<file path="src/logic/corePkg.sv">
package corePkg;

	// ==============================
	// widths and basic types
	// ==============================
	localparam int wordBits = 32;
	localparam int regBits = 5;
	localparam int regCount = 1 << regBits;

	// data or address
	typedef logic [wordBits-1:0] word;
	// register number
	typedef logic [regBits-1:0] regAddr;
	typedef logic [2:0] aluOp;
	// one bit per byte lane on the data bus
	typedef logic [3:0] byteSel;
	// operand source into execute
	typedef logic [1:0] fwdSel;
	// opcode and funct fields share a width
	typedef logic [5:0] opField;

	// fetch starts here after reset
	localparam word resetPc = '0;
	localparam word pcStep = 32'd4;

	// ==============================
	// instruction encodings
	// ==============================
	localparam opField opSpecial = 6'h00;
	localparam opField opJ = 6'h02;
	localparam opField opBeq = 6'h04;
	localparam opField opBne = 6'h05;
	localparam opField opAddiu = 6'h09;
	localparam opField opOri = 6'h0d;
	localparam opField opLui = 6'h0f;
	localparam opField opLb = 6'h20;
	localparam opField opLw = 6'h23;
	localparam opField opLbu = 6'h24;
	localparam opField opSb = 6'h28;
	localparam opField opSw = 6'h2b;

	// funct field under opSpecial
	localparam opField fnAddu = 6'h21;
	localparam opField fnSubu = 6'h23;
	localparam opField fnAnd = 6'h24;
	localparam opField fnOr = 6'h25;
	localparam opField fnSlt = 6'h2a;

	// alu operations
	localparam aluOp aluAdd = 3'd0;
	localparam aluOp aluSub = 3'd1;
	localparam aluOp aluAnd = 3'd2;
	localparam aluOp aluOr = 3'd3;
	localparam aluOp aluSlt = 3'd4;
	localparam aluOp aluLui = 3'd5;

	// forward selects, newest producer wins
	localparam fwdSel fwdNone = 2'd0;
	localparam fwdSel fwdMem = 2'd1;
	localparam fwdSel fwdWb = 2'd2;

endpackage
</file>
<file path="src/logic/mipsCore.sv">
`timescale 1ns/1ps

module mipsCore (
	input logic clk,
	input logic arstN,
	// instruction fetch
	output corePkg::word pc,
	input corePkg::word instr,
	// wishbone data master
	output logic cyc,
	output logic stb,
	output logic we,
	output corePkg::word adr,
	output corePkg::byteSel sel,
	output corePkg::word datW,
	input corePkg::word datR,
	input logic ack,
	// retire port
	output logic retireValid,
	output corePkg::word retirePc,
	output logic retireWe,
	output corePkg::regAddr retireReg,
	output corePkg::word retireData
);

	// ==============================
	// pipeline control
	// ==============================
	logic stallFront;
	logic busWait;
	corePkg::fwdSel fwdA;
	corePkg::fwdSel fwdB;
	logic branchFwdA;
	logic branchFwdB;

	// decode
	corePkg::regAddr rsD;
	corePkg::regAddr rtD;
	corePkg::regAddr rdD;
	logic isBranchD;
	logic validD;
	corePkg::word srcA;
	corePkg::word srcB;
	corePkg::word imm;
	corePkg::aluOp op;
	logic useImm;
	logic regWr;
	logic isLoad;
	logic isStore;
	logic loadByte;
	logic loadSigned;
	logic storeByte;
	corePkg::word pcD;

	// execute
	corePkg::regAddr rsE;
	corePkg::regAddr rtE;
	corePkg::regAddr destE;
	logic regWrE;
	logic isLoadE;
	logic validE;
	corePkg::word aluResult;
	corePkg::word storeData;
	logic isStoreE;
	logic loadByteE;
	logic loadSignedE;
	logic storeByteE;
	corePkg::word pcE;

	// memory
	corePkg::word memResult;
	corePkg::regAddr destM;
	logic regWrM;
	logic isLoadM;
	logic validM;
	corePkg::word loadWord;
	logic loadByteM;
	logic loadSignedM;
	corePkg::word pcM;

	// writeback
	corePkg::regAddr destW;
	logic regWrW;
	corePkg::word wbData;

	// ==============================
	// stages
	// ==============================
	fetchDecode i_fetchDecode (
		.clk,
		.arstN,
		.stallFront,
		.busWait,
		.instr,
		.pc,
		.branchFwdA,
		.branchFwdB,
		.memResult,
		.wbWe(regWrW),
		.wbReg(destW),
		.wbData,
		.rsD,
		.rtD,
		.isBranchD,
		.validD,
		.srcA,
		.srcB,
		.imm,
		.rdD,
		.op,
		.useImm,
		.regWr,
		.isLoad,
		.isStore,
		.loadByte,
		.loadSigned,
		.storeByte,
		.pcD
	);

	hazardUnit i_hazardUnit (
		.rsD,
		.rtD,
		.isBranchD,
		.rsE,
		.rtE,
		.destE,
		.regWrE,
		.isLoadE,
		.destM,
		.regWrM,
		.isLoadM,
		.destW,
		.regWrW,
		.stallFront,
		.fwdA,
		.fwdB,
		.branchFwdA,
		.branchFwdB
	);

	executeStage i_executeStage (
		.clk,
		.arstN,
		.stallFront,
		.busWait,
		.validD,
		.srcA,
		.srcB,
		.imm,
		.rsD,
		.rtD,
		.rdD,
		.op,
		.useImm,
		.regWr,
		.isLoad,
		.isStore,
		.loadByte,
		.loadSigned,
		.storeByte,
		.pcD,
		.fwdA,
		.fwdB,
		.memResult,
		.wbData,
		.rsE,
		.rtE,
		.destE,
		.regWrE,
		.isLoadE,
		.validE,
		.aluResult,
		.storeData,
		.isStoreE,
		.loadByteE,
		.loadSignedE,
		.storeByteE,
		.pcE
	);

	memoryStage i_memoryStage (
		.clk,
		.arstN,
		.validE,
		.aluResult,
		.storeData,
		.destE,
		.regWrE,
		.isLoadE,
		.isStoreE,
		.loadByteE,
		.loadSignedE,
		.storeByteE,
		.pcE,
		.cyc,
		.stb,
		.we,
		.adr,
		.sel,
		.datW,
		.datR,
		.ack,
		.busWait,
		.memResult,
		.destM,
		.regWrM,
		.isLoadM,
		.validM,
		.loadWord,
		.loadByteM,
		.loadSignedM,
		.pcM
	);

	writebackStage i_writebackStage (
		.clk,
		.arstN,
		.busWait,
		.validM,
		.memResult,
		.loadWord,
		.destM,
		.regWrM,
		.isLoadM,
		.loadByteM,
		.loadSignedM,
		.pcM,
		.destW,
		.regWrW,
		.wbData,
		.retireValid,
		.retirePc,
		.retireWe,
		.retireReg,
		.retireData
	);

endmodule

</file>
<file path="src/logic/hazardUnit.sv">
`timescale 1ns/1ps

module hazardUnit (
	// decode
	input corePkg::regAddr rsD,
	input corePkg::regAddr rtD,
	input logic isBranchD,
	// execute
	input corePkg::regAddr rsE,
	input corePkg::regAddr rtE,
	input corePkg::regAddr destE,
	input logic regWrE,
	input logic isLoadE,
	// memory
	input corePkg::regAddr destM,
	input logic regWrM,
	input logic isLoadM,
	// writeback
	input corePkg::regAddr destW,
	input logic regWrW,
	// stalls and forward selects
	output logic stallFront,
	output corePkg::fwdSel fwdA,
	output corePkg::fwdSel fwdB,
	output logic branchFwdA,
	output logic branchFwdB
);

	logic useE;
	logic useM;
	logic loadUse;
	logic branchWaitE;
	logic branchWaitM;

	// r0 never counts as a producer
	function automatic logic hit(
		input corePkg::regAddr src,
		input corePkg::regAddr dst,
		input logic wr
	);
		return wr && (dst != '0) && (src == dst);
	endfunction

	// ==============================
	// stalls
	// ==============================
	// decode reads something execute or memory will write
	assign useE = hit(rsD, destE, regWrE) | hit(rtD, destE, regWrE);
	assign useM = hit(rsD, destM, regWrM) | hit(rtD, destM, regWrM);

	// load data only exists after memory
	assign loadUse = isLoadE & useE;
	// branch compares in decode, so execute results are too late
	assign branchWaitE = isBranchD & useE;
	// a load in memory has no forward path to decode
	assign branchWaitM = isBranchD & isLoadM & useM;

	assign stallFront = loadUse | branchWaitE | branchWaitM;

	// ==============================
	// forward selects
	// ==============================
	// alu result in memory into the branch compare
	assign branchFwdA = hit(rsD, destM, regWrM) & ~isLoadM;
	assign branchFwdB = hit(rtD, destM, regWrM) & ~isLoadM;

	// memory is newer than writeback
	always_comb begin
		fwdA = corePkg::fwdNone;
		fwdB = corePkg::fwdNone;
		if (hit(rsE, destM, regWrM)) begin
			fwdA = corePkg::fwdMem;
		end else if (hit(rsE, destW, regWrW)) begin
			fwdA = corePkg::fwdWb;
		end
		if (hit(rtE, destM, regWrM)) begin
			fwdB = corePkg::fwdMem;
		end else if (hit(rtE, destW, regWrW)) begin
			fwdB = corePkg::fwdWb;
		end
	end

endmodule

</file>
<file path="src/logic/writebackStage.sv">
`timescale 1ns/1ps

module writebackStage (
	input logic clk,
	input logic arstN,
	input logic busWait,
	// from memory
	input logic validM,
	input corePkg::word memResult,
	input corePkg::word loadWord,
	input corePkg::regAddr destM,
	input logic regWrM,
	input logic isLoadM,
	input logic loadByteM,
	input logic loadSignedM,
	input corePkg::word pcM,
	// register write and forward source
	output corePkg::regAddr destW,
	output logic regWrW,
	output corePkg::word wbData,
	// retire port
	output logic retireValid,
	output corePkg::word retirePc,
	output logic retireWe,
	output corePkg::regAddr retireReg,
	output corePkg::word retireData
);

	logic validW;
	logic heldW;
	logic isLoadW;
	logic loadByteW;
	logic loadSignedW;
	corePkg::word aluResultW;
	corePkg::word loadWordW;
	corePkg::word pcW;
	logic [7:0] loadLane;
	corePkg::word loadValue;

	// ==============================
	// memory to writeback register
	// ==============================
	// held under a bus wait so execute can keep forwarding from here
	always_ff @(posedge clk or negedge arstN) begin
		if (!arstN) begin
			validW <= 1'b0;
			heldW <= 1'b0;
			regWrW <= 1'b0;
			isLoadW <= 1'b0;
			loadByteW <= 1'b0;
			loadSignedW <= 1'b0;
			destW <= '0;
		end else begin
			// marks an instruction that has already retired
			heldW <= busWait;
			if (!busWait) begin
				validW <= validM;
				regWrW <= regWrM;
				isLoadW <= isLoadM;
				loadByteW <= loadByteM;
				loadSignedW <= loadSignedM;
				destW <= destM;
			end
		end
	end

	always_ff @(posedge clk) begin
		if (!busWait) begin
			aluResultW <= memResult;
			loadWordW <= loadWord;
			pcW <= pcM;
		end
	end

	// ==============================
	// load extraction
	// ==============================
	// lane 0 is the lowest address
	assign loadLane = loadWordW[8 * aluResultW[1:0] +: 8];

	always_comb begin
		if (!loadByteW) begin
			loadValue = loadWordW;
		end else if (loadSignedW) begin
			loadValue = {{24{loadLane[7]}}, loadLane};
		end else begin
			loadValue = {24'h0, loadLane};
		end
	end

	assign wbData = isLoadW ? loadValue : aluResultW;

	// retire once, even if held behind a slow bus cycle
	assign retireValid = validW & ~heldW;
	assign retirePc = pcW;
	assign retireWe = regWrW;
	assign retireReg = destW;
	assign retireData = wbData;

endmodule

</file>
<file path="src/logic/memoryStage.sv">
`timescale 1ns/1ps

module memoryStage (
	input logic clk,
	input logic arstN,
	// from execute
	input logic validE,
	input corePkg::word aluResult,
	input corePkg::word storeData,
	input corePkg::regAddr destE,
	input logic regWrE,
	input logic isLoadE,
	input logic isStoreE,
	input logic loadByteE,
	input logic loadSignedE,
	input logic storeByteE,
	input corePkg::word pcE,
	// wishbone data master
	output logic cyc,
	output logic stb,
	output logic we,
	output corePkg::word adr,
	output corePkg::byteSel sel,
	output corePkg::word datW,
	input corePkg::word datR,
	input logic ack,
	// pipeline
	output logic busWait,
	output corePkg::word memResult,
	output corePkg::regAddr destM,
	output logic regWrM,
	output logic isLoadM,
	// toward writeback
	output logic validM,
	output corePkg::word loadWord,
	output logic loadByteM,
	output logic loadSignedM,
	output corePkg::word pcM
);

	logic isStoreM;
	logic storeByteM;
	corePkg::word storeDataM;
	corePkg::byteSel laneSel;

	// ==============================
	// execute to memory register
	// ==============================
	// held while the bus cycle is open
	always_ff @(posedge clk or negedge arstN) begin
		if (!arstN) begin
			validM <= 1'b0;
			regWrM <= 1'b0;
			isLoadM <= 1'b0;
			isStoreM <= 1'b0;
			loadByteM <= 1'b0;
			loadSignedM <= 1'b0;
			storeByteM <= 1'b0;
			destM <= '0;
		end else if (!busWait) begin
			validM <= validE;
			regWrM <= regWrE;
			isLoadM <= isLoadE;
			isStoreM <= isStoreE;
			loadByteM <= loadByteE;
			loadSignedM <= loadSignedE;
			storeByteM <= storeByteE;
			destM <= destE;
		end
	end

	always_ff @(posedge clk) begin
		if (!busWait) begin
			memResult <= aluResult;
			storeDataM <= storeData;
			pcM <= pcE;
		end
	end

	// ==============================
	// wishbone classic master
	// ==============================
	// one transfer per load or store, ended by the first ack
	assign cyc = isLoadM | isStoreM;
	assign stb = cyc;
	assign we = isStoreM;
	assign adr = {memResult[31:2], 2'b00};

	// byte accesses enable just the addressed lane
	assign laneSel = 4'b0001 << memResult[1:0];
	assign sel = (loadByteM | storeByteM) ? laneSel : 4'b1111;

	// sb copies the byte to every lane
	assign datW = storeByteM ? {4{storeDataM[7:0]}} : storeDataM;

	// freeze everything until the slave answers
	assign busWait = cyc & ~ack;

	// read data is sampled by writeback in the ack cycle
	assign loadWord = datR;

endmodule

</file>
<file path="src/logic/executeStage.sv">
`timescale 1ns/1ps

module executeStage (
	input logic clk,
	input logic arstN,
	input logic stallFront,
	input logic busWait,
	// decoded instruction
	input logic validD,
	input corePkg::word srcA,
	input corePkg::word srcB,
	input corePkg::word imm,
	input corePkg::regAddr rsD,
	input corePkg::regAddr rtD,
	input corePkg::regAddr rdD,
	input corePkg::aluOp op,
	input logic useImm,
	input logic regWr,
	input logic isLoad,
	input logic isStore,
	input logic loadByte,
	input logic loadSigned,
	input logic storeByte,
	input corePkg::word pcD,
	// forwarding
	input corePkg::fwdSel fwdA,
	input corePkg::fwdSel fwdB,
	input corePkg::word memResult,
	input corePkg::word wbData,
	// toward hazard unit
	output corePkg::regAddr rsE,
	output corePkg::regAddr rtE,
	output corePkg::regAddr destE,
	output logic regWrE,
	output logic isLoadE,
	// toward memory
	output logic validE,
	output corePkg::word aluResult,
	output corePkg::word storeData,
	output logic isStoreE,
	output logic loadByteE,
	output logic loadSignedE,
	output logic storeByteE,
	output corePkg::word pcE
);

	corePkg::word srcAE;
	corePkg::word srcBE;
	corePkg::word immE;
	corePkg::regAddr rdE;
	corePkg::aluOp opE;
	logic useImmE;
	corePkg::word opA;
	corePkg::word aluB;

	// ==============================
	// decode to execute register
	// ==============================
	// control part, cleared to a bubble on a front stall
	always_ff @(posedge clk or negedge arstN) begin
		if (!arstN) begin
			validE <= 1'b0;
			regWrE <= 1'b0;
			isLoadE <= 1'b0;
			isStoreE <= 1'b0;
			loadByteE <= 1'b0;
			loadSignedE <= 1'b0;
			storeByteE <= 1'b0;
			useImmE <= 1'b0;
			rsE <= '0;
			rtE <= '0;
			rdE <= '0;
		end else if (!busWait) begin
			if (stallFront) begin
				validE <= 1'b0;
				regWrE <= 1'b0;
				isLoadE <= 1'b0;
				isStoreE <= 1'b0;
			end else begin
				validE <= validD;
				regWrE <= regWr;
				isLoadE <= isLoad;
				isStoreE <= isStore;
				loadByteE <= loadByte;
				loadSignedE <= loadSigned;
				storeByteE <= storeByte;
				useImmE <= useImm;
				rsE <= rsD;
				rtE <= rtD;
				rdE <= rdD;
			end
		end
	end

	// operands and pc
	always_ff @(posedge clk) begin
		if (!busWait && !stallFront) begin
			srcAE <= srcA;
			srcBE <= srcB;
			immE <= imm;
			opE <= op;
			pcE <= pcD;
		end
	end

	// ==============================
	// operand forwarding
	// ==============================
	function automatic corePkg::word pickOperand(
		input corePkg::fwdSel sel,
		input corePkg::word regVal,
		input corePkg::word memVal,
		input corePkg::word wbVal
	);
		case (sel)
			corePkg::fwdMem: return memVal;
			corePkg::fwdWb: return wbVal;
			default: return regVal;
		endcase
	endfunction

	assign opA = pickOperand(fwdA, srcAE, memResult, wbData);
	// rt value doubles as store data
	assign storeData = pickOperand(fwdB, srcBE, memResult, wbData);
	assign aluB = useImmE ? immE : storeData;

	// i-type writes rt, r-type writes rd
	assign destE = useImmE ? rtE : rdE;

	// ==============================
	// alu
	// ==============================
	always_comb begin
		case (opE)
			corePkg::aluAdd: aluResult = opA + aluB;
			corePkg::aluSub: aluResult = opA - aluB;
			corePkg::aluAnd: aluResult = opA & aluB;
			corePkg::aluOr: aluResult = opA | aluB;
			corePkg::aluSlt: aluResult = {31'b0, $signed(opA) < $signed(aluB)};
			corePkg::aluLui: aluResult = {aluB[15:0], 16'h0};
			default: aluResult = '0;
		endcase
	end

endmodule

</file>
<file path="src/logic/fetchDecode.sv">
`timescale 1ns/1ps

module fetchDecode (
	input logic clk,
	input logic arstN,
	input logic stallFront,
	input logic busWait,
	// instruction fetch
	input corePkg::word instr,
	output corePkg::word pc,
	// branch operands from memory stage
	input logic branchFwdA,
	input logic branchFwdB,
	input corePkg::word memResult,
	// register write from writeback
	input logic wbWe,
	input corePkg::regAddr wbReg,
	input corePkg::word wbData,
	// toward hazard unit
	output corePkg::regAddr rsD,
	output corePkg::regAddr rtD,
	output logic isBranchD,
	// decoded instruction toward execute
	output logic validD,
	output corePkg::word srcA,
	output corePkg::word srcB,
	output corePkg::word imm,
	output corePkg::regAddr rdD,
	output corePkg::aluOp op,
	output logic useImm,
	output logic regWr,
	output logic isLoad,
	output logic isStore,
	output logic loadByte,
	output logic loadSigned,
	output logic storeByte,
	output corePkg::word pcD
);

	logic frontEn;
	corePkg::word instrD;
	corePkg::opField opcode;
	corePkg::opField funct;
	logic isJump;
	logic isBeq;
	logic takeBranch;
	corePkg::word cmpA;
	corePkg::word cmpB;
	corePkg::word pcPlus4D;
	corePkg::word branchTarget;
	corePkg::word jumpTarget;
	corePkg::word nextPc;

	// pc and fetch register move together
	assign frontEn = ~busWait & ~stallFront;

	// ==============================
	// fetch
	// ==============================
	always_ff @(posedge clk or negedge arstN) begin
		if (!arstN) begin
			pc <= corePkg::resetPc;
		end else if (frontEn) begin
			pc <= nextPc;
		end
	end

	// fetch to decode, a bubble until the first fetch lands
	always_ff @(posedge clk or negedge arstN) begin
		if (!arstN) begin
			validD <= 1'b0;
			instrD <= '0;
			pcD <= '0;
		end else if (frontEn) begin
			validD <= 1'b1;
			instrD <= instr;
			pcD <= pc;
		end
	end

	// ==============================
	// decode
	// ==============================
	assign opcode = instrD[31:26];
	assign funct = instrD[5:0];
	assign rsD = instrD[25:21];
	assign rtD = instrD[20:16];
	assign rdD = instrD[15:11];

	// ori zero extends, all others sign extend
	assign imm = (opcode == corePkg::opOri) ? {16'h0, instrD[15:0]} :
		{{16{instrD[15]}}, instrD[15:0]};

	// unknown encodings fall out with no control set
	always_comb begin
		op = corePkg::aluAdd;
		useImm = 1'b0;
		regWr = 1'b0;
		isLoad = 1'b0;
		isStore = 1'b0;
		loadByte = 1'b0;
		loadSigned = 1'b0;
		storeByte = 1'b0;
		isBranchD = 1'b0;
		isBeq = 1'b0;
		isJump = 1'b0;
		if (validD) begin
			case (opcode)
				corePkg::opSpecial: begin
					regWr = 1'b1;
					case (funct)
						corePkg::fnAddu: op = corePkg::aluAdd;
						corePkg::fnSubu: op = corePkg::aluSub;
						corePkg::fnAnd: op = corePkg::aluAnd;
						corePkg::fnOr: op = corePkg::aluOr;
						corePkg::fnSlt: op = corePkg::aluSlt;
						default: regWr = 1'b0;
					endcase
				end
				corePkg::opAddiu: begin
					useImm = 1'b1;
					regWr = 1'b1;
				end
				corePkg::opOri: begin
					op = corePkg::aluOr;
					useImm = 1'b1;
					regWr = 1'b1;
				end
				corePkg::opLui: begin
					op = corePkg::aluLui;
					useImm = 1'b1;
					regWr = 1'b1;
				end
				corePkg::opLw: begin
					useImm = 1'b1;
					regWr = 1'b1;
					isLoad = 1'b1;
				end
				corePkg::opLb: begin
					useImm = 1'b1;
					regWr = 1'b1;
					isLoad = 1'b1;
					loadByte = 1'b1;
					loadSigned = 1'b1;
				end
				corePkg::opLbu: begin
					useImm = 1'b1;
					regWr = 1'b1;
					isLoad = 1'b1;
					loadByte = 1'b1;
				end
				corePkg::opSw: begin
					useImm = 1'b1;
					isStore = 1'b1;
				end
				corePkg::opSb: begin
					useImm = 1'b1;
					isStore = 1'b1;
					storeByte = 1'b1;
				end
				corePkg::opBeq: begin
					isBranchD = 1'b1;
					isBeq = 1'b1;
				end
				corePkg::opBne: isBranchD = 1'b1;
				corePkg::opJ: isJump = 1'b1;
				default: regWr = 1'b0;
			endcase
		end
	end

	registerFile i_registerFile (
		.clk,
		.arstN,
		.readA(rsD),
		.readB(rtD),
		.dataA(srcA),
		.dataB(srcB),
		.writeEn(wbWe),
		.writeReg(wbReg),
		.writeData(wbData)
	);

	// ==============================
	// branch resolution
	// ==============================
	// memory stage alu result may be newer than the register file
	assign cmpA = branchFwdA ? memResult : srcA;
	assign cmpB = branchFwdB ? memResult : srcB;
	assign takeBranch = isBranchD & ((cmpA == cmpB) == isBeq);

	// targets are relative to the delay slot
	assign pcPlus4D = pcD + corePkg::pcStep;
	assign branchTarget = pcPlus4D + {imm[29:0], 2'b00};
	assign jumpTarget = {pcPlus4D[31:28], instrD[25:0], 2'b00};

	// pc already points at the delay slot here
	always_comb begin
		if (isJump) begin
			nextPc = jumpTarget;
		end else if (takeBranch) begin
			nextPc = branchTarget;
		end else begin
			nextPc = pc + corePkg::pcStep;
		end
	end

endmodule

</file>
<file path="src/logic/registerFile.sv">
`timescale 1ns/1ps

module registerFile (
	input logic clk,
	input logic arstN,
	input corePkg::regAddr readA,
	input corePkg::regAddr readB,
	output corePkg::word dataA,
	output corePkg::word dataB,
	input logic writeEn,
	input corePkg::regAddr writeReg,
	input corePkg::word writeData
);

	corePkg::word regs [corePkg::regCount];

	// r0 is never stored
	always_ff @(posedge clk or negedge arstN) begin
		if (!arstN) begin
			for (int i = 0; i < corePkg::regCount; i++) begin
				regs[i] <= '0;
			end
		end else if (writeEn && writeReg != '0) begin
			regs[writeReg] <= writeData;
		end
	end

	// write-first, so decode sees the value writeback is storing this cycle
	function automatic corePkg::word readPort(input corePkg::regAddr addr);
		if (addr == '0) begin
			return '0;
		end
		if (writeEn && addr == writeReg) begin
			return writeData;
		end
		return regs[addr];
	endfunction

	always_comb begin
		dataA = readPort(readA);
		dataB = readPort(readB);
	end

endmodule

</file>
<file path="config.mk">
export PLATFORM = sky130hd
export DESIGN_NAME = mipsCore
export DESIGN_NICKNAME = d
export VERILOG_FILES = /design/src/logic/corePkg.sv /design/src/logic/mipsCore.sv /design/src/logic/hazardUnit.sv /design/src/logic/writebackStage.sv /design/src/logic/memoryStage.sv /design/src/logic/executeStage.sv /design/src/logic/fetchDecode.sv /design/src/logic/registerFile.sv
export SDC_FILE = /design/constraint.sdc
export NUM_CORES = 2
export LEC_CHECK = 0
export BUFFER_PORTS_ARGS = -buffer_cell sky130_fd_sc_hd__buf_2
export CAP_MARGIN = 5
export CORE_MARGIN = 2
export CORE_UTILIZATION = 25
export DETAILED_ROUTE_END_ITERATION = 8
export SLEW_MARGIN = 15
export SYNTH_ARGS = -nofsm -noshare
export SYNTH_HDL_FRONTEND = slang
export SYNTH_SLANG_ARGS = --single-unit
</file>
<file path="constraint.sdc">
create_clock -name clk -period 23 [get_ports clk]
set_clock_uncertainty 0.1 [all_clocks]
set_input_delay 2.3 -clock clk [delete_from_list [all_inputs] [get_ports clk]]
set_output_delay 2.3 -clock clk [all_outputs]
set_load 0.01 [all_outputs]
</file>
==> results.toml <==
[grt]
gr-usage-all-layers = 0.172
grt_pass1_wl_mm = 419
met2_usage = 0.265
antenna_found_initial = 10
grt_pass1_vias = 58500
grt_overflow_total = 0
grt_max_degree = 114
met3_usage = 0.0348
gr-usage-met1 = 0.236
gr-max-usage-layer = "met2"

[yosys]
ys_types = 95
async_flop_share = 0.791
synth-seq-area-share = 0.477
synthFlopType = "dfrtp_1"
synth_edf_count = 309
yosys_warnings = 0
synth_seq_cells = 1476
netlist_instances = 7643
synth.avg_cell_area_sq_um = 10.6
syn_area_sq_mm = 0.0807

[worst_hold_path]
hold_path.class = "reg2reg"

[critical_path]
arrival_ns = 9.02
path_max_fanout = 45
path_class = "reg2reg"
critPathLaunchType = "flop"
required_ns = 23.57
endpoint_kind = "flop"
critPathSlowestCell = "or4_1"
ff2ff_setup_slack_ns = 14.55
critical-path-max-stage-delay_ns = 0.99
cp_cell_sequence = "buf_4 -> buf_4 -> buf_4 -> buf_4 -> mux4_2 -> mux2i_1 -> mux4_2 -> a211oi_2 -> nand2_1 -> o211ai_1 -> o21ai_0 -> o211ai_1 -> o21ai_0 -> or4_1 -> o21ai_2 -> o21ai_1 -> o311ai_0 -> a22oi_1"
crit_path_frequent_cell = "buf_4"

[floorplanning]
ios = 241
num_rows = 208
die_w_um = 572
fp.dieArea_sq_mm = 0.327
fp.dieH_um = 572
initial_core_util = 0.251
core_sq_mm = 0.321

[clocking]
worst_skew_pair.late_latency_ns = 0.84
cts_buffers = 162
clk_pin_slew_ns = 0.06
htree_num_levels = 4
cts_tree = "done"
cts_root_buffer = "clkbuf_16"
post_cts_resized = 0
post_cts_buffers = 0
holdBufCountCts = 0
cts.sinks = 1476
clk_path_buf_depth = 3

[detailed_routing]
drtPass1Iterations = 6
ant_nets = 0
route.detailed.drc = 0
vias_per_cell = 5.19
vias = 62000
post_drt_wl_per_cell_um = 24.1
drt-total-wl_mm = 288
drtIter0Drc = 7899

[placement]
gp_congestion = 0.932
hpwl_mm = 184
io_buffers = 238
dp_cells = 11600

[layout]
layout_common_cells = "1,456 x nand2_1, 1,164 x o21ai_0, 1,159 x dfrtp_1"
layout.cells.non_filler = 11900
finalNetCount = 7691
regMostFlops = "i_fetchDecode.i_registerFile.regs"
mostFrequentLayoutCell = "nand2_1"
syn_to_final_growth_pct = 13.1
post_route_cells_drive_above_1_share = 0.174
largest_register_ffs = 1024

[timing]
slew_headroom = 0.210
fin_setup_tns_ns = 0
tightest_slew_ns = 1.16
hold_viol = 0
rsz0062_at_grt = "no"
finalSetupViolCount = 0
hold_slack_ns = 0.293
period_share = 0.367
min_period_ns = 8.45
max_freq_ghz = 0.118
drv_slew = 0

[power]
swShare = 0.394
p_leak_nw = 38.6
powerDensity_mw_per_mm2 = 130
ir_worst_vdd_uv = 82.6
combPwrFrac = 0.378
p_sw_mw = 4.66
p_seq_frac = 0.384
p_int_mw = 7.16
pwr-share-clk = 0.238

[flow_run]
max_cap_viol_count = 0

[outcome]
status = "finished, final reports clean"
-- worst paths after layout --
check,start,endpoint,depth (start not counted)
setup reg to reg,i_fetchDecode.instrD[16],i_fetchDecode.pc[24],18
hold reg to reg,i_fetchDecode.i_registerFile.regs[1001],i_fetchDecode.i_registerFile.regs[1001],0
setup / recovery,i_fetchDecode.instrD[16],i_fetchDecode.pc[24],18
hold / removal,i_fetchDecode.i_registerFile.regs[1001],i_fetchDecode.i_registerFile.regs[1001],0
min in group asynchronous,arstN,i_fetchDecode.i_registerFile.regs[772],1
max in group asynchronous,arstN,i_fetchDecode.i_registerFile.regs[599],6
-- per-layer routing --
layer / vias up / wire [um]
met4: 2 / 12400
met5: - / 20
met1: 31400 / 119000
met2: 2958 / 130000
met3: 558 / 26600
li1: 27200 / -
-- critical path, delay by kind of cell, from the launching register on --
| kind | cells | cell delay, ns |
|---|---|---|
| AO/OA/AOI/OAI | 9 | 2.28 |
| buffers and inverters | 4 | 2.74 |
| multiplexers | 3 | 1.05 |
| flip-flops | 1 | 0.89 |
| AND/OR/NAND/NOR | 2 | 1.08 |
-- power by group through the flow --
stage               registers (mW)  clock network, mW  logic, mW
floorplan                     4.21                  0       3.15
global placement              4.53                  0       4.37
detailed placement            4.55                  0       4.42
CTS                           4.52               2.84       4.43
global route                  4.65               2.95       4.87
finish                        4.54               2.82       4.47
-- per-stage QoR --
step           power (mW)  setup WS, ns  instance area, sq um   util
2_1_floorplan        7.37         14.22                 80700      -
3_3_place_gp         8.89         14.54                 85500  0.266
3_5_place_dp         8.98         14.56                 85500  0.266
4_1_cts              11.8         14.53                 91200  0.284
5_1_grt              12.5         14.02                 91200  0.284
6_report             11.8         14.55                 91300  0.284
-- final cells by class --
type,instances,area (sq um)
diodes,10,25.0
clock buffers,229,4790
clock inverters,68,946
fillers,33500,230000
inverters,251,953
multi-input cells,5200,38200
flip-flops and latches,1476,38500
well taps,4305,5390
repair buffers,403,2480
-- kinds of logic after synthesis --
| kind of cell | after synthesis | share of synthesized area |
|---|---|---|
| buf+inv | 968 | 0.0537 |
| fa+ha+maj | 130 | 0.0204 |
| mux | 720 | 0.174 |
| simple gates | 2119 | 0.108 |
| xor+xnor | 179 | 0.0194 |
| other cells | 1 | 0.0000465 |
| flops | 1476 | 0.477 |
| compound gates | 2050 | 0.148 |
-- Yosys cell counts (13+ instances only) --
library cell     n  area, sq um
and2_1          18          113
edfxtp_1       309         9280
mux2i_1        166         1660
nor3_1          42          210
buf_4           69          518
a211o_1         14          123
o31ai_1         16          120
nand2b_1        22          138
nor2b_1         26          163
a211oi_1        59          443
mux4_2         544        12300
ha_1           127         1590
and3_1          35          219
a221o_1         14          140
a31oi_1         13         81.3
nand3_1         83          415
a21o_1          35          263
buf_6           38          428
nor2_1         318         1190
xnor2_1        127         1110
o21ai_0       1165         5830
o211ai_1        29          218
clkbuf_1       513         1930
o22ai_1         73          457
or3_1           14         87.6
o21a_1          26          195
buf_2           56          280
nand4_1         14         87.6
o21ai_1         13         65.1
buf_1           34          128
dfrtp_1       1167        29200
a221oi_1        26          228
a22oi_1        129          968
nand2_1       1488         5590
a31o_2          14          123
xor2_1          52          455
o21bai_1        24          180
inv_1          247          927
a21oi_1        293         1470
Power figures use the tool's default switching activity.
